--- src/hw/chirp_types_pkg.sv ---
package chirp_types_pkg;

  ////////////////////
  // word geometry
  ////////////////////

  // one sample word carries two half-word lanes
  localparam int SAMPLE_W = 32;
  localparam int LANE_W   = SAMPLE_W / 2;

  // signed half-word, used for re/imag and for each dual-real value
  typedef logic signed [LANE_W-1:0] lane_t;

  ////////////////////
  // sample word views
  ////////////////////

  // complex view, real part in the low half
  typedef struct packed {
    lane_t imag;
    lane_t re;
  } cplx_t;

  // dual-real view, two unrelated reals
  typedef struct packed {
    lane_t hi;
    lane_t lo;
  } dual_t;

  // same 32 bits, decoded by the frame mode
  // used for input samples, weights and results alike
  typedef union packed {
    cplx_t cplx;
    dual_t dual;
  } sample_u;

endpackage

--- src/hw/chirp_cfg_pkg.sv ---
package chirp_cfg_pkg;

  ////////////////////
  // mode encoding
  ////////////////////

  // 0 selects complex multiply, 1 selects two real multiplies
  typedef enum logic {
    MODE_COMPLEX = 1'b0,
    MODE_REAL    = 1'b1
  } mode_e;

  ////////////////////
  // multiplier latency
  ////////////////////

  // cycles from multiplier input to registered result
  // complex: in reg, sum/diff, 3-stage mult, add, out reg
  localparam int LAT_COMPLEX = 6;
  // dual-real: in reg, 1-stage mult, out reg
  localparam int LAT_REAL    = 3;

endpackage

--- src/hw/chirp_pipe_mult.sv ---
`timescale 1ns/1ps

module chirp_pipe_mult #(
  parameter int A_W   = 16,
  parameter int B_W   = 16,
  parameter int DELAY = 1
) (
  input  logic                        clk,
  input  logic                        rst_n,
  input  logic signed [A_W-1:0]       i_a,
  input  logic signed [B_W-1:0]       i_b,
  output logic signed [A_W+B_W-1:0]   o_p
);

  // full-width signed product, no truncation
  logic signed [A_W+B_W-1:0] prod;
  // product pipeline, stage 0 is the first register
  logic signed [A_W+B_W-1:0] pipe [DELAY];

  assign prod = i_a * i_b;

  // DELAY register stages behind the multiplier
  always_ff @(posedge clk or negedge rst_n) begin
    if (!rst_n) begin
      for (int i = 0; i < DELAY; i++) begin
        pipe[i] <= '0;
      end
    end else begin
      pipe[0] <= prod;
      for (int i = 1; i < DELAY; i++) begin
        pipe[i] <= pipe[i-1];
      end
    end
  end

  // last stage is the product output
  assign o_p = pipe[DELAY-1];

endmodule

--- src/hw/chirp_weight_ram.sv ---
`timescale 1ns/1ps

module chirp_weight_ram #(
  parameter int ADDR_W = 3
) (
  input  logic                     clk,
  input  logic                     rst_n,
  // write side, loaded between frames
  input  logic                     i_we,
  input  logic [ADDR_W-1:0]        i_waddr,
  input  chirp_types_pkg::sample_u i_wdata,
  // read side, driven by the sample count
  input  logic [ADDR_W-1:0]        i_raddr,
  output chirp_types_pkg::sample_u o_rdata
);

  localparam int DEPTH = 2 ** ADDR_W;

  ////////////////////
  // storage
  ////////////////////

  // one weight word per sample position
  chirp_types_pkg::sample_u mem [DEPTH];

  always_ff @(posedge clk) begin
    if (i_we) begin
      mem[i_waddr] <= i_wdata;
    end
  end

  ////////////////////
  // read port
  ////////////////////

  // registered read, weight shows up one cycle after the address
  // output reads zero out of reset
  always_ff @(posedge clk or negedge rst_n) begin
    if (!rst_n) begin
      o_rdata <= '0;
    end else begin
      o_rdata <= mem[i_raddr];
    end
  end

endmodule

--- src/hw/chirp_weight_mult.sv ---
`timescale 1ns/1ps

module chirp_weight_mult (
  input  logic                     clk,
  input  logic                     rst_n,
  input  chirp_cfg_pkg::mode_e     i_mode,
  input  chirp_types_pkg::sample_u i_x,
  input  chirp_types_pkg::sample_u i_w,
  input  logic                     i_valid,
  output chirp_types_pkg::sample_u o_y,
  output logic                     o_valid
);

  localparam int LW    = chirp_types_pkg::LANE_W;
  localparam int PW    = 2 * LW;
  localparam int LAT_C = chirp_cfg_pkg::LAT_COMPLEX;
  localparam int LAT_R = chirp_cfg_pkg::LAT_REAL;

  // registered sample and weight
  chirp_types_pkg::sample_u x_q;
  chirp_types_pkg::sample_u w_q;

  // complex operands
  // a + jb is the sample, c + jd is the weight
  chirp_types_pkg::lane_t a;
  chirp_types_pkg::lane_t b;
  chirp_types_pkg::lane_t c;
  chirp_types_pkg::lane_t d;

  // dual-real products
  logic signed [PW-1:0]   p_hi;
  logic signed [PW-1:0]   p_lo;

  // complex intermediates
  logic signed [LW:0]     t_sum;
  logic signed [LW:0]     t_diff;
  logic signed [PW-1:0]   p_ad;
  logic signed [PW-1:0]   p_bc;
  logic signed [PW+1:0]   p_sd;
  logic signed [PW:0]     ad_m_bc;
  logic signed [PW:0]     im_q;
  logic signed [PW+1:0]   re_sum;

  // valid delay lines, one per mode
  logic [LAT_C-1:0]       vld_c_sr;
  logic [LAT_R-1:0]       vld_r_sr;
  logic                   load_y;

  ////////////////////
  // input register
  ////////////////////

  always_ff @(posedge clk or negedge rst_n) begin
    if (!rst_n) begin
      x_q <= '0;
      w_q <= '0;
    end else begin
      x_q <= i_x;
      w_q <= i_w;
    end
  end

  assign a = x_q.cplx.re;
  assign b = x_q.cplx.imag;
  assign c = w_q.cplx.re;
  assign d = w_q.cplx.imag;

  ////////////////////
  // dual-real path
  ////////////////////

  // each half times the matching weight half
  chirp_pipe_mult #(.A_W(LW), .B_W(LW), .DELAY(1)) u_mult_hi (
    .clk   (clk),
    .rst_n (rst_n),
    .i_a   (x_q.dual.hi),
    .i_b   (w_q.dual.hi),
    .o_p   (p_hi)
  );

  chirp_pipe_mult #(.A_W(LW), .B_W(LW), .DELAY(1)) u_mult_lo (
    .clk   (clk),
    .rst_n (rst_n),
    .i_a   (x_q.dual.lo),
    .i_b   (w_q.dual.lo),
    .o_p   (p_lo)
  );

  ////////////////////
  // complex path
  ////////////////////

  // 3-mult form
  // re = (ad - bc) + (a+b)(c-d) = ac - bd
  // im = ad + bc

  // a+b and c-d, one bit of growth each
  always_ff @(posedge clk or negedge rst_n) begin
    if (!rst_n) begin
      t_sum  <= '0;
      t_diff <= '0;
    end else begin
      t_sum  <= a + b;
      t_diff <= c - d;
    end
  end

  chirp_pipe_mult #(.A_W(LW), .B_W(LW), .DELAY(3)) u_mult_ad (
    .clk   (clk),
    .rst_n (rst_n),
    .i_a   (a),
    .i_b   (d),
    .o_p   (p_ad)
  );

  chirp_pipe_mult #(.A_W(LW), .B_W(LW), .DELAY(3)) u_mult_bc (
    .clk   (clk),
    .rst_n (rst_n),
    .i_a   (b),
    .i_b   (c),
    .o_p   (p_bc)
  );

  // starts one cycle later than ad/bc, lands together with ad - bc
  chirp_pipe_mult #(.A_W(LW+1), .B_W(LW+1), .DELAY(3)) u_mult_sd (
    .clk   (clk),
    .rst_n (rst_n),
    .i_a   (t_sum),
    .i_b   (t_diff),
    .o_p   (p_sd)
  );

  // ad - bc for the real part, ad + bc held one extra stage
  always_ff @(posedge clk or negedge rst_n) begin
    if (!rst_n) begin
      ad_m_bc <= '0;
      im_q    <= '0;
    end else begin
      ad_m_bc <= p_ad - p_bc;
      im_q    <= p_ad + p_bc;
    end
  end

  assign re_sum = ad_m_bc + p_sd;

  ////////////////////
  // valid tracking
  ////////////////////

  // only the active mode's line is fed, so the other one stays empty
  always_ff @(posedge clk or negedge rst_n) begin
    if (!rst_n) begin
      vld_c_sr <= '0;
      vld_r_sr <= '0;
    end else begin
      vld_c_sr <= {vld_c_sr[LAT_C-2:0], i_valid && (i_mode == chirp_cfg_pkg::MODE_COMPLEX)};
      vld_r_sr <= {vld_r_sr[LAT_R-2:0], i_valid && (i_mode == chirp_cfg_pkg::MODE_REAL)};
    end
  end

  assign o_valid = (i_mode == chirp_cfg_pkg::MODE_REAL) ? vld_r_sr[LAT_R-1] : vld_c_sr[LAT_C-1];

  // stage before the output, loads o_y
  assign load_y = (i_mode == chirp_cfg_pkg::MODE_REAL) ? vld_r_sr[LAT_R-2] : vld_c_sr[LAT_C-2];

  ////////////////////
  // output register
  ////////////////////

  // each lane packed as sign bit plus low 15 bits, no saturation
  always_ff @(posedge clk or negedge rst_n) begin
    if (!rst_n) begin
      o_y <= '0;
    end else if (load_y) begin
      if (i_mode == chirp_cfg_pkg::MODE_REAL) begin
        o_y.dual.hi <= {p_hi[PW-1], p_hi[LW-2:0]};
        o_y.dual.lo <= {p_lo[PW-1], p_lo[LW-2:0]};
      end else begin
        o_y.cplx.imag <= {im_q[PW], im_q[LW-2:0]};
        o_y.cplx.re   <= {re_sum[PW+1], re_sum[LW-2:0]};
      end
    end
  end

  // result strobe is clean once out of reset
  assert property (@(posedge clk) disable iff (!rst_n) !$isunknown(o_valid));

  // mode held while anything is in flight
  assert property (@(posedge clk) disable iff (!rst_n)
    (|{vld_c_sr, vld_r_sr}) |=> $stable(i_mode));

endmodule

--- src/hw/chirp_frame_ctrl.sv ---
`timescale 1ns/1ps

module chirp_frame_ctrl #(
  parameter int FRAME_LEN = 8,
  parameter int ADDR_W    = 3
) (
  input  logic                     clk,
  input  logic                     rst_n,
  // frame control
  input  logic                     i_frame_start,
  input  chirp_cfg_pkg::mode_e     i_mode,
  // incoming samples
  input  logic                     i_valid,
  input  chirp_types_pkg::sample_u i_x,
  // result strobe back from the multiplier
  input  logic                     i_y_valid,
  // to weight memory and multiplier
  output logic [ADDR_W-1:0]        o_raddr,
  output chirp_cfg_pkg::mode_e     o_mode,
  output chirp_types_pkg::sample_u o_x,
  output logic                     o_x_valid,
  // status
  output logic                     o_busy,
  output logic                     o_frame_done
);

  // counts run 0..FRAME_LEN
  localparam int CNT_W = $clog2(FRAME_LEN + 1);

  logic [CNT_W-1:0] in_cnt;
  logic [CNT_W-1:0] out_cnt;
  logic             accept;
  logic             last_out;

  // sample taken only inside a frame and only FRAME_LEN of them
  assign accept   = o_busy && i_valid && (in_cnt < CNT_W'(FRAME_LEN));
  assign last_out = i_y_valid && (out_cnt == CNT_W'(FRAME_LEN - 1));

  // done pulses with the last result
  assign o_frame_done = o_busy && last_out;

  // weight slot follows the sample count
  // memory registers it, so the weight lines up with o_x
  assign o_raddr = in_cnt[ADDR_W-1:0];

  ////////////////////
  // frame state
  ////////////////////

  // mode only latched on an accepted start
  always_ff @(posedge clk or negedge rst_n) begin
    if (!rst_n) begin
      o_busy <= 1'b0;
      o_mode <= chirp_cfg_pkg::MODE_COMPLEX;
    end else if (!o_busy) begin
      if (i_frame_start) begin
        o_busy <= 1'b1;
        o_mode <= i_mode;
      end
    end else if (o_frame_done) begin
      o_busy <= 1'b0;
    end
  end

  // sample and result counters, cleared on start
  always_ff @(posedge clk or negedge rst_n) begin
    if (!rst_n) begin
      in_cnt  <= '0;
      out_cnt <= '0;
    end else if (!o_busy && i_frame_start) begin
      in_cnt  <= '0;
      out_cnt <= '0;
    end else begin
      if (accept) begin
        in_cnt <= in_cnt + 1'b1;
      end
      if (o_busy && i_y_valid) begin
        out_cnt <= out_cnt + 1'b1;
      end
    end
  end

  ////////////////////
  // sample stage
  ////////////////////

  always_ff @(posedge clk or negedge rst_n) begin
    if (!rst_n) begin
      o_x_valid <= 1'b0;
    end else begin
      o_x_valid <= accept;
    end
  end

  // payload, follows the input every cycle
  always_ff @(posedge clk) begin
    o_x <= i_x;
  end

  // never more samples than positions in a frame
  assert property (@(posedge clk) disable iff (!rst_n) in_cnt <= CNT_W'(FRAME_LEN));

  // last result can't leave before every sample went in
  assert property (@(posedge clk) disable iff (!rst_n)
    o_frame_done |-> o_busy && (in_cnt == CNT_W'(FRAME_LEN)));

endmodule

--- src/hw/chirp_proc_top.sv ---
`timescale 1ns/1ps

module chirp_proc_top #(
  parameter int FRAME_LEN = 8
) (
  input  logic                     clk,
  input  logic                     rst_n,
  // weight load, ignored while busy
  input  logic                     i_w_we,
  input  logic [((FRAME_LEN > 1) ? $clog2(FRAME_LEN) : 1)-1:0] i_w_addr,
  input  chirp_types_pkg::sample_u i_w_data,
  // frame control
  input  logic                     i_frame_start,
  input  chirp_cfg_pkg::mode_e     i_mode,
  // sample stream
  input  logic                     i_valid,
  input  chirp_types_pkg::sample_u i_x,
  // results
  output logic                     o_valid,
  output chirp_types_pkg::sample_u o_y,
  // status
  output logic                     o_busy,
  output logic                     o_frame_done
);

  // one weight slot per sample position
  localparam int ADDR_W = (FRAME_LEN > 1) ? $clog2(FRAME_LEN) : 1;

  logic [ADDR_W-1:0]        raddr;
  chirp_types_pkg::sample_u w_rdata;
  chirp_cfg_pkg::mode_e     mode_q;
  chirp_types_pkg::sample_u x_d;
  logic                     x_d_valid;

  // sequencing, mode latch and addressing
  chirp_frame_ctrl #(.FRAME_LEN(FRAME_LEN), .ADDR_W(ADDR_W)) u_ctrl (
    .clk           (clk),
    .rst_n         (rst_n),
    .i_frame_start (i_frame_start),
    .i_mode        (i_mode),
    .i_valid       (i_valid),
    .i_x           (i_x),
    .i_y_valid     (o_valid),
    .o_raddr       (raddr),
    .o_mode        (mode_q),
    .o_x           (x_d),
    .o_x_valid     (x_d_valid),
    .o_busy        (o_busy),
    .o_frame_done  (o_frame_done)
  );

  // weights, write locked out during a frame
  chirp_weight_ram #(.ADDR_W(ADDR_W)) u_wram (
    .clk     (clk),
    .rst_n   (rst_n),
    .i_we    (i_w_we && !o_busy),
    .i_waddr (i_w_addr),
    .i_wdata (i_w_data),
    .i_raddr (raddr),
    .o_rdata (w_rdata)
  );

  // sample times weight
  chirp_weight_mult u_wmult (
    .clk     (clk),
    .rst_n   (rst_n),
    .i_mode  (mode_q),
    .i_x     (x_d),
    .i_w     (w_rdata),
    .i_valid (x_d_valid),
    .o_y     (o_y),
    .o_valid (o_valid)
  );

endmodule

--- config.mk ---
export PLATFORM = sky130hd
export DESIGN_NAME = chirp_proc_top
export DESIGN_NICKNAME = d
export VERILOG_FILES = /design/src/hw/chirp_types_pkg.sv /design/src/hw/chirp_cfg_pkg.sv /design/src/hw/chirp_pipe_mult.sv /design/src/hw/chirp_weight_ram.sv /design/src/hw/chirp_weight_mult.sv /design/src/hw/chirp_frame_ctrl.sv /design/src/hw/chirp_proc_top.sv
export SDC_FILE = /design/constraint.sdc
export NUM_CORES = 2
export LEC_CHECK = 0
export ABC_AREA = 0
export BUFFER_PORTS_ARGS = -buffer_cell sky130_fd_sc_hd__buf_4
export CAP_MARGIN = 20
export CORE_ASPECT_RATIO = 1.1
export CORE_MARGIN = 2
export CORE_UTILIZATION = 40
export DETAILED_ROUTE_END_ITERATION = 6
export GPL_TIMING_DRIVEN = 0
export HOLD_SLACK_MARGIN = 0.15
export PLACE_DENSITY_LB_ADDON = 0.2
export SETUP_SLACK_MARGIN = 0.3
export SLEW_MARGIN = 20
export SYNTH_ARGS = -nofsm -noshare
export SYNTH_HDL_FRONTEND = slang
export SYNTH_SLANG_ARGS = --single-unit
--- constraint.sdc ---
create_clock -name clk -period 8.5 [get_ports clk]
set_clock_uncertainty 0.05 [all_clocks]
set_input_delay 1.275 -clock clk [delete_from_list [all_inputs] [get_ports clk]]
set_output_delay 1.275 -clock clk [all_outputs]
set_load 0.02 [all_outputs]
* Word-level counts from Yosys, hierarchy flattened
Memories as Yosys holds them, arrays and structs flattened. A register that Yosys moved wholly into a read port is not among the register bits.
Cells that the tools add are included.
** Operators by class
- Add/sub/neg operators :: 7
- Multipliers :: 5
- $lt $le $gt $ge :: 1
- Eq/ne operators :: 1
- Mux-type cells :: 12
- Bitwise logic cells :: 2
- Reductions and logical operators :: 14
** Operator list (count)
- multiplier 16 x 16 -> 32 bit :: 4
- adder 33 x 34 -> 34 bit :: 1
- multiplier 17 x 17 -> 34 bit :: 1
- adder 32 x 32 -> 33 bit :: 1
- subtractor 32 x 32 -> 33 bit :: 1
- two-way mux 32 bit :: 1
- adder 16 x 16 -> 17 bit :: 1
- subtractor 16 x 16 -> 17 bit :: 1
- two-way mux 4 bit :: 4
- logical AND 1 bit :: 9
- adder 4 x 1 -> 4 bit (second input constant) :: 2
- two-way mux 1 bit :: 7
- == test 4 x 3 -> 1 bit (second input constant) :: 1
- less-than comparator 4 bit (second input constant) :: 1
- nonzero test 2 bit :: 2
- zero test 1 bit :: 2
- NOT 1 bit :: 2
- AND reduction 2 bit :: 1
** Storage, ports and cells
- Register bits :: 606
- Bits in writable memories :: 256
- Output and inout bits :: 35
- Logic and storage cells :: 69
- Memories :: 1
** Memory list
- u_wram.mem :: words 8, width 32, rd ports 1, clocked after memory_dff 1, write ports 1, RTL line chirp_weight_ram.sv:24 : chirp_types_pkg::sample_u mem [DEPTH];

* Logic depth before layout (Yosys ltp)
- Depth in word-level cells :: 5
- Gate-level depth with buffers :: 25
- Gate-level depth less buffers :: 24

* Cells and area by module
A second synthesis with hierarchy kept.
** Second synthesis, totals
- Cell total of the unflattened synthesis :: 7627
- Area, all modules :: 83162.3 um2
** Modules (own cells, without submodules)
- chirp_pipe_mult at u_wmult.u_mult_hi ... :: times used 2, cells each 1100, area each 10601.4 um2, sequential area each 800.8 um2
- chirp_pipe_mult at u_wmult.u_mult_sd :: times used 1, cells each 1343, area each 13892.1 um2, sequential area each 2552.4 um2
- chirp_pipe_mult at u_wmult.u_mult_ad :: times used 1, cells each 1286, area each 12874.8 um2, sequential area each 2402.3 um2
- chirp_pipe_mult at u_wmult.u_mult_bc :: times used 1, cells each 1261, area each 12700.9 um2, sequential area each 2402.3 um2
- chirp_weight_mult :: times used 1, cells each 1040, area each 10657.7 um2, sequential area each 4679.5 um2
- chirp_weight_ram :: times used 1, cells each 415, area each 10626.4 um2, sequential area each 8488.1 um2
- chirp_frame_ctrl :: times used 1, cells each 81, area each 1193.6 um2, sequential area each 915.9 um2
- chirp_proc_top :: times used 1, cells each 1, area each 13.8 um2, sequential area each 0.0 um2

* Worst setup path before layout
Ideal clock, no wire load.
- Path type :: register -> register
- From :: register u_wmult.x_q[15] (netlist name)
- To :: register u_wmult.u_mult_ad.pipe[94] (netlist name)
- Setup time :: 151 ps
- Arrival :: 5903 ps
- Setup slack :: 2396 ps
- Stages on the path, launching flop included :: 20
- Buffers on the path :: 1
- Cells stage by stage :: dfrtp_1 -> clkbuf_1 -> nand2_1 -> inv_1 -> fa_1 -> fa_1 -> fa_1 -> fa_1 -> fa_1 -> inv_1 -> fa_1 -> inv_1 -> ha_1 -> nand2_1 -> or3_1 -> nor3b_1 -> o211ai_1 -> a21boi_0 -> o21a_1 -> o311ai_0
** On the way
- Cells in the longest elaborated chain, start to end :: 1
** Ends and longest elaborated chain
- start: declaration :: RTL line chirp_weight_mult.sv:20 : chirp_types_pkg::sample_u x_q;
- start signal: assignment :: RTL line chirp_weight_mult.sv:58 : x_q <= i_x;
- multiplier 16 x 16 -> 32 bit :: RTL line chirp_pipe_mult.sv:20 : assign prod = i_a * i_b;
- via u_wmult.u_mult_ad.prod[30] :: RTL line chirp_pipe_mult.sv:16 : logic signed [A_W+B_W-1:0] prod;
- end signal: indexed assignment :: RTL line chirp_pipe_mult.sv:31 : pipe[i] <= pipe[i-1];
- end: declaration :: RTL line chirp_pipe_mult.sv:18 : logic signed [A_W+B_W-1:0] pipe [DELAY];
The timed path passes the listed nets, and every way through them passes these cells.
A chain may end at the register's enable or synchronous reset.

* Final worst setup path
- From :: register u_wmult.w_q[13] (netlist name)
- To :: register u_wmult.u_mult_bc.pipe[94] (netlist name)
** On the way
- Cells in the longest elaborated chain, start to end :: 1
** Ends and longest elaborated chain
- start: declaration :: RTL line chirp_weight_mult.sv:21 : chirp_types_pkg::sample_u w_q;
- start signal: assignment :: RTL line chirp_weight_mult.sv:59 : w_q <= i_w;
- multiplier 16 x 16 -> 32 bit :: RTL line chirp_pipe_mult.sv:20
- via u_wmult.u_mult_bc.prod[30] :: RTL line chirp_pipe_mult.sv:16
- end signal: indexed assignment :: RTL line chirp_pipe_mult.sv:31
- end: declaration :: RTL line chirp_pipe_mult.sv:18
The timed path passes the listed nets, and every way through them passes these cells.

==> results list <==
* Max stage delay cell, worst path: clkbuf_1
- Crit path top cell by count: fa_1
- Slack of the worst reg-to-reg path: 0.43 ns
- The congestion estimate from routability-driven global placement came to 0.976.
- In the finished design, the share of the clock period the worst path needs comes to 0.949.
- In this run the critical register-to-register path is captured at u_wmult.u_mult_bc.pipe[94].
- I/O Pins: 108
* TritonCTS clock tree: done
- Iteration-0 DRC Markers: 3642
- DRC: 0
- Relative to the synthesized area, the layout overhead comes to 10.1%.
* Post-cts gate resize count: 7
- Warnings, synthesis: 0
* Share of flip-flops with an asynchronous set or reset: 0.659
* Clock Tree Buf Depth: 3
- For the pin with the worst max-slew slack, the measured transition is 1.17 ns.
* Number of cells produced by synthesis: 7171
- The die is 427 microns wide.
* Launch point of the worst hold path: u_wmult.u_mult_ad.pipe[36]
- Yosys reg bits: 844
- Top cell type's share of synthesized area: 0.343
- Global Route Usage Sum: 0.237
- Number of logic stages on the critical path including buffering: 21
- Entering global routing, the biggest net connects 104 pins.
- Setup repair after global routing missed its margin: true
* Synthesized Nets: 9137
* Buffers plus inverters on the worst setup path: 3
- Deepest level of the CTS H-tree: 3
- Main area contributors after synthesis: fa_1 (34%), dfrtp_1 (18%), edfxtp_1 (9.8%)
- Sink of the worst hold path: u_wmult.u_mult_ad.o_p[4]
- Total die area: 201000 sq um
- STA classifies the critical path startpoint as a flop.
- Proportion of layout cells with a drive suffix above 1: 0.0657
* Nets: 9373
* CP delay by family, top: adder cells
- Among all flip-flop cells after synthesis, the most frequent one is dfrtp_1.
* Mapped cell area: 78800 sq um
* Status: completed
- Count of buffers inserted at the top-level ports: 107
- Cell type contributing the most total cell area after synthesis: fa_1
- The number of global-route vias before repair is 54700.
- Antenna violations before repair: 20
- The filler cells instantiated in the layout total 18400.
* Final-layout worst hold slack: 0.276 ns
* Post-detailed-route count of antenna-violating nets: 0
- The signal on the critical path passes through clkbuf_1, and2_1, fa_1, fa_1, fa_1, fa_1, fa_1, inv_1, fa_1, inv_1, ha_1, nand3_1, nor2_1, and4_1, o21ai_0, a211oi_1, nand3_1, a41oi_1, o21a_1, nor2_1, xnor2_2.
* DRT Pass-1 Iters: 6
- Starting density of the core: 0.403
- Max Freq: 124 MHz
- TritonCTS Buffers: 91
- The worst setup path is captured at a flop.
- Clock Pin Slew Worst Setup and Hold Paths: 0.06 ns
* Cts-stage hold buffer count: 0
- The path class of the tightest hold or removal check is reg2reg.
- Mean routed wirelength per cell: 22.8 microns
- FF-to-FF Start: u_wmult.w_q[13]
- The worst register-to-register path has a depth of 21.
- In the routed layout, each cell is associated on average with a via count of 5.02.
* Start-to-end type of the worst setup path: reg2reg
* CP Max Fanout: 11
- Standard cell core area: 195000 sq um
- Vertical extent of the die: 469 microns
- Aggregate routed wire length: 230000 microns
- Placed wire-length estimate: 184000 microns
* Final hold viol count: 0
- Distinct cells, synth: 76
- Clk Latency, worst-skew pair: 0.75 ns
- Clock tree synthesis found a total of 844 sinks.
- Final max-slew violation count: 0
- Data arrives at the worst endpoint at 8.59 ns.
- Via count: 50600
* Tightest slew margin relative to the limit: 0.222
* GR Overflow Total: 0
* Setup bufs post-CTS: 0
* Max-Cap Viols: 0
- A synthesized cell averages 11.0 sq um.
* Core utilization of the finished layout: 0.444
* Clock root buffer master: clkbuf_16
- In this run, synthesis inferred 256 flip-flops with an integrated enable.
- In this run the core area contains 170 standard-cell rows.
* Hold Crit Depth: 0
- Wire length of the first global-routing pass: 347000 microns
- On the worst path, the slowest cell contributes a delay of 0.87 ns.
- The share of the Yosys chip area taken by registers is 0.282.
* Minimum clock period: 8.07 ns
- At the worst endpoint, the required time is 9.02 ns.
- Final number of setup-violating endpoints: 0
cell usage in the layout, fill, tap and decap left out, types with 28 or more instances in the layout:
| cell | Yosys | routed |
|---|---|---|
| inv_1 | 1534 | 1534 |
| fa_1 | 1349 | 1349 |
| nand2_1 | 727 | 727 |
| and2_1 | 593 | 593 |
| dfrtp_1 | 556 | 551 |
| ha_1 | 544 | 544 |
| edfxtp_1 | 256 | 256 |
| clkbuf_1 | 255 | 223 |
| nor2_1 | 201 | 197 |
| xnor2_1 | 182 | 177 |
| a21oi_1 | 156 | 156 |
| o21ai_0 | 127 | 124 |
| buf_4 | 0 | 123 |
| clkbuf_16 | 0 | 91 |
| a21o_1 | 70 | 70 |
| mux4_2 | 64 | 64 |
| nand2b_1 | 49 | 49 |
| clkbuf_2 | 1 | 45 |
| xor2_1 | 40 | 40 |
| nor3_1 | 43 | 39 |
| nor2b_1 | 37 | 37 |
| mux2_2 | 36 | 36 |
| dfxtp_1 | 32 | 32 |
| o21bai_1 | 28 | 28 |
cells by family (layout without fill, tap and decap cells):
kind of cell               count (synthesis)  in the layout  synth area share
buffers and inverters                   1804           2116            0.0860
adders and majority gates               1893           1893             0.429
muxes                                    125            125            0.0266
xor gates and xnor gates                 222            222            0.0247
AOI/OAI and AO/OA                        536            536            0.0427
and+or+nand+nor                         1747           1747             0.109
DFF                                      844            844             0.282
other                                      0             11                 0
final cells by class:
type                       count  area (sq um)  area share
inverter                    1535          5760      0.0664
timing repair buffer         143          1260      0.0145
multi-input combinational   4523         49900       0.575
tap                         2580          3230      0.0372
clock buffer                 120          2530      0.0292
antenna                       11          27.5    0.000317
sequential                   844         22200       0.257
buffer                       269          1080      0.0124
clock inverter                49           717     0.00827
worst max-delay path by stage:
stage,to,slack (ns),start
floorplan,u_wmult.u_mult_ad.pipe[94],2.40,u_wmult.x_q[15]
global placement,u_wmult.u_mult_ad.pipe[94],-0.50,u_wmult.w_q[31]
detailed placement,u_wmult.u_mult_bc.pipe[94],-0.06,u_wmult.w_q[15]
CTS,u_wmult.u_mult_bc.pipe[94],0.19,u_wmult.w_q[15]
global route,u_wmult.u_mult_bc.pipe[94],0.19,u_wmult.w_q[3]
finish,u_wmult.u_mult_bc.pipe[94],0.43,u_wmult.w_q[13]
registers in the layout, summed over array words and instances, names as in the netlist, 3 cells and up:
| signal | flops |
|---|---|
| u_ctrl.in_cnt | 4 |
| u_ctrl.o_x | 32 |
| u_ctrl.out_cnt | 4 |
| u_wmult.ad_m_bc | 33 |
| u_wmult.im_q | 15 |
| u_wmult.o_y | 32 |
| u_wmult.t_diff | 17 |
| u_wmult.t_sum | 17 |
| u_wmult.u_mult_ad.o_p | 32 |
| u_wmult.u_mult_ad.pipe | 64 |
| u_wmult.u_mult_bc.o_p | 32 |
| u_wmult.u_mult_bc.pipe | 64 |
| u_wmult.u_mult_hi.o_p | 16 |
| u_wmult.u_mult_lo.o_p | 16 |
| u_wmult.u_mult_sd.o_p | 34 |
| u_wmult.u_mult_sd.pipe | 68 |
| u_wmult.vld_c_sr | 6 |
| u_wmult.vld_r_sr | 3 |
| u_wmult.w_q | 32 |
| u_wmult.x_q | 32 |
| u_wram.mem | 256 |
| u_wram.o_rdata | 32 |
routing by layer:
| metal | vias up | share of wire | global-route usage | routed length (microns) |
|---|---|---|---|---|
| met5 | - | 0.00018 | 0 | 42 |
| met1 | 26100 | 0.40 | 0.309 | 92400 |
| met4 | 6 | 0.061 | 0.119 | 14000 |
| met2 | 1747 | 0.46 | 0.374 | 105000 |
| met3 | 424 | 0.080 | 0.0522 | 18500 |
| li1 | 22300 | - | - | - |
per-stage QoR:
step	setup slack, ns	instances	setup TNS (ns)	cell area [sq um]
4_1_cts	0.185	10100	0	86600
3_3_place_gp	-0.502	9858	-22.67	82800
3_5_place_dp	-0.0617	9893	-0.0617	83300
2_1_floorplan	2.40	7171	0	78800
6_report	0.430	10100	0	86700
5_1_grt	0.187	10100	0	86700
worst reg2reg max path: cells and delay by family, from the launching register on:
family                   cells  cell delay [ns]
adder cells (fa/ha/maj)      7             3.22
AO/OA/AOI/OAI                4             1.30
AND/OR/NAND/NOR              6             1.20
flip-flops                   1             0.85
buffers and inverters        3             0.96
XOR/XNOR                     1             0.35
synth_stat cells (6+ instances only):
cell type	number
a21boi_0	7
fa_1	1349
nor2b_1	37
dfrtp_1	556
and2_1	593
mux2i_1	25
o31ai_1	7
a21oi_1	156
and3_1	17
mux4_2	64
o22ai_1	10
nand4_1	12
clkbuf_1	255
ha_1	544
nand3_1	27
o21a_1	25
o21bai_1	28
xor2_1	40
mux2_2	36
o21ai_0	127
buf_1	11
nor4_1	9
a21o_1	70
a211oi_1	20
a31oi_1	22
nand2b_1	49
or2_2	6
inv_1	1534
nand2_1	727
nor3_1	43
edfxtp_1	256
o211ai_1	14
xnor2_1	182
nor2_1	201
or3_1	7
dfxtp_1	32
Power is left out: the tool's default activity adds up to more than one toggle a clock period on the data nets, which glitch-free logic cannot reach.
